**config.mk**
```make
export PLATFORM = sky130hd
export DESIGN_NAME = link_hub_top
export DESIGN_NICKNAME = d
export VERILOG_FILES = /design/src/hdl/link_hub_pkg.sv /design/src/hdl/irq_ctrl.sv /design/src/hdl/lane_port.sv /design/src/hdl/ctrl_regs.sv /design/src/hdl/link_hub_top.sv
export SDC_FILE = /design/constraint.sdc
export NUM_CORES = 1
export LEC_CHECK = 0
export BUFFER_PORTS_ARGS = -buffer_cell sky130_fd_sc_hd__buf_2
export CORE_AREA = 2 2 235 237
export DETAILED_ROUTE_END_ITERATION = 8
export DIE_AREA = 0 0 237 239
export PLACE_DENSITY_LB_ADDON = 0.2
export SLEW_MARGIN = 5
export SYNTH_ARGS = -nofsm -noshare
export SYNTH_HDL_FRONTEND = slang
export SYNTH_SLANG_ARGS = --single-unit
```
**constraint.sdc**
```tcl
create_clock -name kernel_clk -period 5.8 [get_ports kernel_clk]
set_input_delay 0.58 -clock kernel_clk [delete_from_list [all_inputs] [get_ports kernel_clk]]
set_output_delay 0.58 -clock kernel_clk [all_outputs]
set_load 0.01 [all_outputs]
```
**src/hdl/link_hub_pkg.sv**
```systemverilog
package link_hub_pkg;

  // ==========================================================================
  // lane geometry
  // ==========================================================================
  localparam int NUM_LANES = 7;

  typedef logic [31:0]          word_t;
  typedef logic [3:0]           kchar_t;
  typedef logic [NUM_LANES-1:0] lane_mask_t;

  // one lane word as handed to the transceiver
  typedef struct packed {
    logic   valid;
    word_t  data;
    kchar_t kchar;
  } lane_word_t;

  // ==========================================================================
  // host register bus
  // ==========================================================================
  typedef logic [3:0]  wb_addr_t;
  typedef logic [31:0] reg_data_t;

  // wishbone classic request, master to slave
  typedef struct packed {
    logic       cyc;
    logic       stb;
    logic       we;
    wb_addr_t   adr;
    reg_data_t  dat;
    logic [3:0] sel;
  } wb_req_t;

  // bit 0 receive, bit 1 send
  typedef logic [1:0] irq_vec_t;

  // loop channel test word and its replacement on the wire
  localparam word_t LOOP_TEST_WORD  = 32'h0000_0001;
  localparam word_t TEST_SUBST_WORD = 32'h0001_0000;

  // register map, word addresses
  localparam wb_addr_t REG_SOFT_RSTN   = 4'd0;
  localparam wb_addr_t REG_TEST_FLAG   = 4'd1;
  localparam wb_addr_t REG_LINK_STATUS = 4'd2;
  localparam wb_addr_t REG_SEND_CNT    = 4'd3;
  localparam wb_addr_t REG_RECV_CNT    = 4'd4;
  localparam wb_addr_t REG_IRQ_ACK     = 4'd5;
  localparam wb_addr_t REG_IRQ_PEND    = 4'd6;

  localparam lane_mask_t SOFT_RSTN_INIT = '1;

endpackage

```
**src/hdl/irq_ctrl.sv**
```systemverilog
`timescale 1ns/10ps

module irq_ctrl (
  input  logic                   kernel_clk,
  input  logic                   kernel_rstn,
  input  link_hub_pkg::irq_vec_t kernel_irq,
  input  link_hub_pkg::irq_vec_t irq_ack,
  output link_hub_pkg::irq_vec_t irq_pend,
  output link_hub_pkg::irq_vec_t host_irq_req,
  output link_hub_pkg::irq_vec_t kernel_ack
);

  link_hub_pkg::irq_vec_t pend;
  link_hub_pkg::irq_vec_t ack_q;
  link_hub_pkg::irq_vec_t pend_next;

  // ==========================================================================
  // pending bits
  // ==========================================================================
  // a new event wins over an ack in the same cycle
  assign pend_next = (pend & ~irq_ack) | kernel_irq;

  always_ff @(posedge kernel_clk or posedge kernel_rstn) begin
    if (kernel_rstn) begin
      pend <= '0;
    end else begin
      pend <= pend_next;
    end
  end

  assign irq_pend     = pend;
  assign host_irq_req = pend;

  // ==========================================================================
  // kernel acknowledge
  // ==========================================================================
  // only bits that were actually pending get acked back
  always_ff @(posedge kernel_clk or posedge kernel_rstn) begin
    if (kernel_rstn) begin
      ack_q <= '0;
    end else begin
      ack_q <= irq_ack & pend;
    end
  end

  assign kernel_ack = ack_q;

  // no kernel ack for an event that was never raised to the host
  for (genvar i = 0; i < $bits(link_hub_pkg::irq_vec_t); i++) begin : g_ack_chk
    a_ack_pending: assert property (
      @(posedge kernel_clk) disable iff (kernel_rstn)
      kernel_ack[i] |-> $past(pend[i])
    );
  end

endmodule

```
**src/hdl/lane_port.sv**
```systemverilog
`timescale 1ns/10ps

module lane_port (
  input  logic                     kernel_clk,
  input  logic                     kernel_rstn,
  input  link_hub_pkg::lane_word_t tx_in,
  input  logic                     link_ready,
  input  logic                     soft_rstn,
  input  logic                     test_flag,
  output link_hub_pkg::lane_word_t tx_out
);

  logic                 lane_en;
  logic                 out_valid;
  link_hub_pkg::word_t  out_data;
  link_hub_pkg::kchar_t out_kchar;
  link_hub_pkg::word_t  next_data;

  // lane runs only with the link up and out of soft reset
  assign lane_en = link_ready & soft_rstn;

  // ==========================================================================
  // test word substitution
  // ==========================================================================
  // kchar is left alone
  assign next_data = (test_flag && tx_in.data == link_hub_pkg::LOOP_TEST_WORD) ?
                     link_hub_pkg::TEST_SUBST_WORD : tx_in.data;

  // ==========================================================================
  // output stage
  // ==========================================================================
  always_ff @(posedge kernel_clk or posedge kernel_rstn) begin
    if (kernel_rstn) begin
      out_valid <= 1'b0;
    end else begin
      out_valid <= tx_in.valid & lane_en;
    end
  end

  always_ff @(posedge kernel_clk) begin
    out_data  <= next_data;
    out_kchar <= tx_in.kchar;
  end

  assign tx_out.valid = out_valid;
  assign tx_out.data  = out_data;
  assign tx_out.kchar = out_kchar;

  // a word only leaves a lane that was enabled when it came in
  a_valid_enabled: assert property (
    @(posedge kernel_clk) disable iff (kernel_rstn)
    tx_out.valid |-> $past(lane_en)
  );

endmodule

```
**src/hdl/ctrl_regs.sv**
```systemverilog
`timescale 1ns/10ps

module ctrl_regs #(
  parameter int NUM_LANES = link_hub_pkg::NUM_LANES
) (
  input  logic                      kernel_clk,
  input  logic                      kernel_rstn,
  input  link_hub_pkg::wb_req_t     wb_req,
  output logic                      wb_ack,
  output link_hub_pkg::reg_data_t   wb_dat_r,
  input  link_hub_pkg::lane_mask_t  link_ready,
  input  logic                      send_beat,
  input  logic                      recv_beat,
  input  link_hub_pkg::irq_vec_t    irq_pend,
  output link_hub_pkg::lane_mask_t  soft_rstn,
  output logic                      test_flag,
  output link_hub_pkg::irq_vec_t    irq_ack
);

  // bus cycle: sample, ack, one dead cycle
  typedef enum logic [1:0] {
    BUS_IDLE,
    BUS_ACK,
    BUS_GAP
  } bus_state_e;

  bus_state_e               state;
  logic                     req;
  logic                     wr_en;
  link_hub_pkg::reg_data_t  cur_word;
  link_hub_pkg::reg_data_t  wr_word;
  link_hub_pkg::reg_data_t  rd_data;
  link_hub_pkg::reg_data_t  send_cnt;
  link_hub_pkg::reg_data_t  recv_cnt;

  // keep the bytes not selected by sel
  function automatic link_hub_pkg::reg_data_t byte_merge(
    input link_hub_pkg::reg_data_t old_word,
    input link_hub_pkg::reg_data_t new_word,
    input logic [3:0]              sel
  );
    link_hub_pkg::reg_data_t res;
    res = old_word;
    for (int b = 0; b < 4; b++) begin
      if (sel[b]) begin
        res[b*8 +: 8] = new_word[b*8 +: 8];
      end
    end
    return res;
  endfunction

  // ==========================================================================
  // wishbone classic slave
  // ==========================================================================
  assign req    = wb_req.cyc & wb_req.stb;
  assign wb_ack = (state == BUS_ACK);
  // master still holds the request while ack is up
  assign wr_en  = wb_ack & req & wb_req.we;

  always_ff @(posedge kernel_clk or posedge kernel_rstn) begin
    if (kernel_rstn) begin
      state <= BUS_IDLE;
    end else begin
      case (state)
        BUS_IDLE: if (req) state <= BUS_ACK;
        BUS_ACK:  state <= BUS_GAP;
        default:  state <= BUS_IDLE;
      endcase
    end
  end

  // current contents of the addressed register
  always_comb begin
    cur_word = '0;
    case (wb_req.adr)
      link_hub_pkg::REG_SOFT_RSTN:   cur_word[NUM_LANES-1:0] = soft_rstn;
      link_hub_pkg::REG_TEST_FLAG:   cur_word[0] = test_flag;
      link_hub_pkg::REG_LINK_STATUS: cur_word[NUM_LANES-1:0] = link_ready;
      link_hub_pkg::REG_SEND_CNT:    cur_word = send_cnt;
      link_hub_pkg::REG_RECV_CNT:    cur_word = recv_cnt;
      link_hub_pkg::REG_IRQ_PEND:    cur_word[1:0] = irq_pend;
      // irq ack is write only
      default:                       cur_word = '0;
    endcase
  end

  assign wr_word = byte_merge(cur_word, wb_req.dat, wb_req.sel);

  // read data captured when the request is sampled
  always_ff @(posedge kernel_clk) begin
    if (state == BUS_IDLE && req) begin
      rd_data <= cur_word;
    end
  end

  assign wb_dat_r = rd_data;

  // ==========================================================================
  // control registers
  // ==========================================================================
  always_ff @(posedge kernel_clk or posedge kernel_rstn) begin
    if (kernel_rstn) begin
      soft_rstn <= link_hub_pkg::SOFT_RSTN_INIT;
      test_flag <= 1'b0;
      irq_ack   <= '0;
    end else begin
      irq_ack <= '0;
      if (wr_en) begin
        case (wb_req.adr)
          link_hub_pkg::REG_SOFT_RSTN: soft_rstn <= wr_word[NUM_LANES-1:0];
          link_hub_pkg::REG_TEST_FLAG: test_flag <= wr_word[0];
          link_hub_pkg::REG_IRQ_ACK:   irq_ack   <= wr_word[1:0];
          default: ;
        endcase
      end
    end
  end

  // host stream beat counters, wrap at 2^32
  always_ff @(posedge kernel_clk or posedge kernel_rstn) begin
    if (kernel_rstn) begin
      send_cnt <= '0;
      recv_cnt <= '0;
    end else begin
      if (send_beat) send_cnt <= send_cnt + 1'b1;
      if (recv_beat) recv_cnt <= recv_cnt + 1'b1;
    end
  end

  // ack is a single-cycle pulse followed by a dead cycle
  a_ack_single: assert property (
    @(posedge kernel_clk) disable iff (kernel_rstn)
    wb_ack |=> !wb_ack
  );

endmodule

```
**src/hdl/link_hub_top.sv**
```systemverilog
`timescale 1ns/10ps

module link_hub_top #(
  parameter int NUM_LANES = link_hub_pkg::NUM_LANES
) (
  input  logic                                        kernel_clk,
  input  logic                                        kernel_rstn,

  // host register bus
  input  link_hub_pkg::wb_req_t                       wb_req,
  output logic                                        wb_ack,
  output link_hub_pkg::reg_data_t                     wb_dat_r,

  // lane words from the kernels, toward the transceivers
  input  link_hub_pkg::lane_word_t [NUM_LANES-1:0]    lane_tx_in,
  output link_hub_pkg::lane_word_t [NUM_LANES-1:0]    lane_tx_out,
  input  link_hub_pkg::lane_mask_t                    link_ready,

  // host stream beat strobes
  input  logic                                        send_beat,
  input  logic                                        recv_beat,

  // interrupts
  input  link_hub_pkg::irq_vec_t                      kernel_irq,
  output link_hub_pkg::irq_vec_t                      kernel_ack,
  output link_hub_pkg::irq_vec_t                      host_irq_req
);

  link_hub_pkg::lane_mask_t soft_rstn;
  logic                     test_flag;
  link_hub_pkg::irq_vec_t   irq_ack;
  link_hub_pkg::irq_vec_t   irq_pend;

  // ==========================================================================
  // host registers
  // ==========================================================================
  ctrl_regs #(
    .NUM_LANES (NUM_LANES)
  ) u_ctrl_regs (
    .kernel_clk  (kernel_clk),
    .kernel_rstn (kernel_rstn),
    .wb_req      (wb_req),
    .wb_ack      (wb_ack),
    .wb_dat_r    (wb_dat_r),
    .link_ready  (link_ready),
    .send_beat   (send_beat),
    .recv_beat   (recv_beat),
    .irq_pend    (irq_pend),
    .soft_rstn   (soft_rstn),
    .test_flag   (test_flag),
    .irq_ack     (irq_ack)
  );

  // ==========================================================================
  // interrupt handshake
  // ==========================================================================
  irq_ctrl u_irq_ctrl (
    .kernel_clk   (kernel_clk),
    .kernel_rstn  (kernel_rstn),
    .kernel_irq   (kernel_irq),
    .irq_ack      (irq_ack),
    .irq_pend     (irq_pend),
    .host_irq_req (host_irq_req),
    .kernel_ack   (kernel_ack)
  );

  // ==========================================================================
  // lane transmit stages
  // ==========================================================================
  // lanes 0..5 carry the serial-link kernels, the last one the host loop
  for (genvar i = 0; i < NUM_LANES; i++) begin : g_lane
    lane_port u_lane_port (
      .kernel_clk  (kernel_clk),
      .kernel_rstn (kernel_rstn),
      .tx_in       (lane_tx_in[i]),
      .link_ready  (link_ready[i]),
      .soft_rstn   (soft_rstn[i]),
      .test_flag   (test_flag),
      .tx_out      (lane_tx_out[i])
    );
  end

endmodule

```
* Word level (Yosys, flattened, before mapping)
Cells that the tools add are included.
** Word-level totals
- Bits in registers :: 371
- Input bits :: 315
- Word-level logic and storage cells :: 89
** Cells by class
- Add/subtract/negate cells :: 2
- Equal/unequal tests :: 15
- Multiplexer cells :: 9
- Bitwise gates (word level) :: 21
- Reduce and logical (&&, ||, !) cells :: 12
** Operator list (count)
- 32-bit by 1-bit == test with 1-bit output (second input constant) :: 7
- 32-bit by 1-bit adder with 32-bit output (second input constant) :: 2
- 25-bit one-hot mux with 2 select lines :: 1
- 5-bit one-hot mux with 4 select lines :: 1
- 1-bit bitwise AND :: 17
- 4-bit by 3-bit == test with 1-bit output (second input constant) :: 3
- 4-bit by 2-bit == test with 1-bit output (second input constant) :: 2
- 1-bit logical AND :: 8
- 7-bit two-way mux :: 1
- 2-bit two-way mux :: 3
- 1-bit one-hot mux with 6 select lines :: 1
- 1-bit one-hot mux with 5 select lines :: 1
- 2-bit bitwise AND :: 2
- 4-bit by 1-bit == test with 1-bit output (second input constant) :: 1
- 4-bit logical NOT :: 1
- 2-bit one-hot mux with 2 select lines :: 1
- 2-bit AND reduction :: 2
- 2-bit by 1-bit == test with 1-bit output (second input constant) :: 1
- 2-bit logical NOT :: 1
- 2-bit by 1-bit inequality test with 1-bit output (second input constant) :: 1
- 2-bit inverter :: 1
- 2-bit bitwise OR :: 1

* Longest topological paths before layout
- Depth in word-level cells :: 5
- Gate-level depth with buffers :: 7
- Gate-level depth less buffers :: 6

* Hierarchy
A second synthesis with hierarchy kept.
** Unflattened totals
- Cell total of the unflattened synthesis :: 1007
- Area, all modules :: 12149.2 µm²
** By module, submodules not included
- lane_port :: instances 7, cells an instance 84, area an instance 1004.7 µm², seq. area each 745.7 µm²
- ctrl_regs :: instances 1, cells an instance 406, area an instance 4959.8 µm², seq. area each 2871.5 µm²
- irq_ctrl :: instances 1, cells an instance 13, area an instance 156.4 µm², seq. area each 100.1 µm²

* Worst setup path after synthesis
Ideal clock, no wire load.
- Path kind :: input port to flip-flop
- Start :: input port wb_req[42] in the netlist's numbering
- End :: register u_ctrl_regs.rd_data[0], in the netlist u_ctrl_regs.wb_dat_r[0] (enable)
- Library setup time :: 461 ps
- Arrival :: 2867 ps
- Setup slack :: 2472 ps
- Stages on the path :: 2
- Path through :: nand2_1 > nor3_1
** Between the ends
- Cells in the longest elaborated chain, start to end :: 2
** RTL lines
- start: declaration :: RTL line link_hub_top.sv:10 : input link_hub_pkg::wb_req_t wb_req,
- 1-bit bitwise AND :: RTL line ctrl_regs.sv:55 : assign req = wb_req.cyc & wb_req.stb;
- 1-bit logical AND :: RTL line ctrl_regs.sv:91 : if (state == BUS_IDLE && req) begin
- end signal: assignment :: RTL line ctrl_regs.sv:92 : rd_data <= cur_word;
- end: declaration :: RTL line ctrl_regs.sv:32 : link_hub_pkg::reg_data_t rd_data;
Every way passes these cells.
A chain may end at the register's enable or synchronous reset.

* Worst setup path after layout
- Start :: register u_ctrl_regs.recv_cnt[10]
- End :: register u_ctrl_regs.recv_cnt[25]
** Between the ends
- Cells in the longest elaborated chain, start to end :: 1
** RTL lines
- start: declaration :: RTL line ctrl_regs.sv:34 : link_hub_pkg::reg_data_t recv_cnt;
- start signal: assignment :: RTL line ctrl_regs.sv:126 : if (recv_beat) recv_cnt <= recv_cnt + 1'b1;
- 32-bit by 1-bit adder with 32-bit output :: RTL line ctrl_regs.sv:126
Every way passes these cells.

==> flow_summary.yaml <==
synthesis:
  synth.area.mux_share_pct: 0.8804
  synth_edf_count: 32
  yosys.area_share.adder_pct: 0.2147
  synth_compound_area_share_pct: 3.500
  yosys.area_share.simple_pct: 12.49
  async_flop_share_pct: 23.45
  synthFlopType: "dfxtp_1"
  synth_seq_area_share_pct: 70.29
  synth_top_family_by_area: "simple AND/OR/NAND/NOR gates"
  syn_inst: 985
  yosys_warnings: 0
  synth_seq_cells: 371
  syn_area_mm2: 0.01165
  synth.avg_cell_area_um2: 11.83
  yosys.cell_types.count: 44
  synth-xor-area-share_pct: 4.660
  synth_top_area_share_pct: 43.29
  synth_top_area_cell: "dfxtp_1"
  yosys-top-cells-area: "dfxtp_1 43%, dfrtp_1 17%, edfxtp_1 8.2%"
  synth_nets: 1302
placement:
  dp_hpwl_mm: 31.35
  dp_slack_ps: 2893
  placed_area_mm2: 0.01460
  port_buffers: 582
  dp_cells: 2045
  place_congestion: 0.8447
critical_path:
  arrival_ps: 2840
  critPathMaxFanout: 6
  crit_path_end_kind: "flip-flop"
  criticalPathCategory: "reg2reg"
  setup.worst_path.start_class: "flip-flop"
  cp.required_ps: 6270
clock_tree:
  cts_tree: "built"
  cts_buffer_depth: 3
  clk_latency_ps: 550
  postCtsSetupBuffers: 0
  holdBufCountCts: 0
  clock_sinks: 371
  path_clk_slew_ps: 60
  h-tree-depth: 2
  cts_resized: 0
  numCtsBuffers: 42
  root_buffer: "clkbuf_16"
sta:
  slew_headroom_pct: 22.54
  period_needed_ps: 2376
  rsz0062_at_grt: "false"
  hold_viol_final: 0
  worst_slack_ps: 3424
  setup_tns_ps: 0
  timing.fmax_ghz: 0.4209
  tightest_slew_ps: 1151
  slew_viol_final: 0
  setup_viol: 0
  finalCritPeriodShare_pct: 40.96
  holdWs_ps: 44.83
  clock_skew_ps: 14.12
global_route:
  antenna_found_initial: 7
  grt_usage_pct: 13.29
  grt_start_max_net_pins: 64
  first_global_vias: 8907
  gr-total-overflow: 0
  grt_first_pass_wirelength_mm: 56.18
job:
  maxCapViolations: 0
finish:
  fin_cells: 2123
  layout-drive-gt1-share_pct: 47.35
  area_delta_synth_final_pct: 36.79
  layout_commonest_cell: "buf_2"
  final_cell_mix: "582 x buf_2, 252 x dfxtp_1, 80 x dfrtp_1, 44 x clkbuf_16, 43 x nor4_1"
  final_nets: 1702
  final_design_area_no_fill_mm2: 0.01594
routing:
  vias: 8476
  wl_per_cell_um: 18.29
  dr.pass1.iters: 4
  vias_per_cell: 3.992
  drc: 0
  antenna_left: 0
  drt-initial-drc-count: 320
  drt_wl_total_mm: 38.82
power_and_ir_drop:
  p_leak_uw: 0.007352
  p_per_area_mw_per_mm2: 368.6
  ir_drop_v: 0.0002196
die:
  die_y_um: 239
  die_x_um: 237
  ios: 611
  core_mm2: 0.05434
  start_util_pct: 21.45
  dieArea_mm2: 0.05664
  num_rows: 86
run_status:
  outcome: "finished, final reports clean"
min_path:
  hp-class: "in2async"
## stage by stage
step / utilization, % / power [µW]
global placement: 26.87 / 3374
floorplan: - / 3103
CTS: 29.32 / 5981
detailed placement: 26.87 / 3378
finish: 29.34 / 5876
global route: 29.33 / 6140
## synth_stat cells (10+ instances only)
library cell  count
nor3_1           20
clkbuf_1        221
a22o_1           24
nor2b_1          13
nand3_1          21
dfrtp_1          80
edfxtp_1         32
nor4_1           43
dfxtp_1         252
nor4b_1          16
inv_1            10
and3_1           10
nor2_1           22
xor2_1           22
xnor2_1          40
nand2_1          33
nand4_1          26
or2_2            10
## critical path, stage by stage, from the launching register on
cell     delay (ps)
dfrtp_1         460
nand4_1         210
nor4_1          970
nand2_1         230
nor3_1          270
xnor2_1         140
## cell families after synthesis
family                     count (synthesis)
DFF                                      371
and+or+nand+nor                          248
buffers and inverters                    240
xor gates and xnor gates                  62
AOI/OAI and AO/OA                         52
muxes                                     10
adders and majority gates                  2
## per-layer routing
| layer | up-vias | global-route usage, % | share of wire (%) |
|---|---|---|---|
| li1 | 4005 | - | - |
| met2 | 357 | 23.48 | 50 |
| met5 | - | 0 | 0.054 |
| met3 | 66 | 4.561 | 7.5 |
| met4 | 4 | 4.795 | 2.9 |
| met1 | 4044 | 14.80 | 39 |
## registers in the layout, summed over array words and instances, names as in the netlist
register	cells
g_lane.u_lane_port.out_data	224
u_ctrl_regs.recv_cnt	32
u_ctrl_regs.send_cnt	32
u_ctrl_regs.wb_dat_r	32
g_lane.u_lane_port.out_kchar	28
g_lane.u_lane_port.out_valid	7
u_ctrl_regs.soft_rstn	7
u_ctrl_regs.irq_ack	2
u_ctrl_regs.state	2
u_irq_ctrl.host_irq_req	2
u_irq_ctrl.kernel_ack	2
u_ctrl_regs.test_flag	1
## path summary, 6_finish.rpt
check,start,end,slack (ps),depth (start not counted)
worst min-delay path,kernel_rstn,u_ctrl_regs.irq_ack[1],40,2
worst min register to register,u_ctrl_regs.recv_cnt[31],u_ctrl_regs.recv_cnt[31],480,1
min in group kernel_clk,lane_tx_in[37],g_lane[1].u_lane_port.out_kchar[0],130,1
worst max-delay path,u_ctrl_regs.recv_cnt[10],u_ctrl_regs.recv_cnt[25],3420,5
worst max register to register,u_ctrl_regs.recv_cnt[10],u_ctrl_regs.recv_cnt[25],3420,5
max in group asynchronous,kernel_rstn,u_ctrl_regs.recv_cnt[21],4490,3
## report_power, final
part | internal (µW) | switching, µW
clock network | 1520 | 1040
registers | 2750 | 103
logic | 211 | 254
total | 4480 | 1400
## area by class of cell
| class | instances | area [µm²] |
|---|---|---|
| antenna | 4 | 10.01 |
| clock buffer | 68 | 1291 |
| clock inverter | 6 | 38.79 |
| fill | 5703 | 38400 |
| inverter | 10 | 38.79 |
| multi-input combinational | 374 | 2547 |
| sequential | 371 | 8192 |
| tap | 704 | 880.8 |
| timing repair buffer | 586 | 2943 |
(Power assumes the default switching activity.)
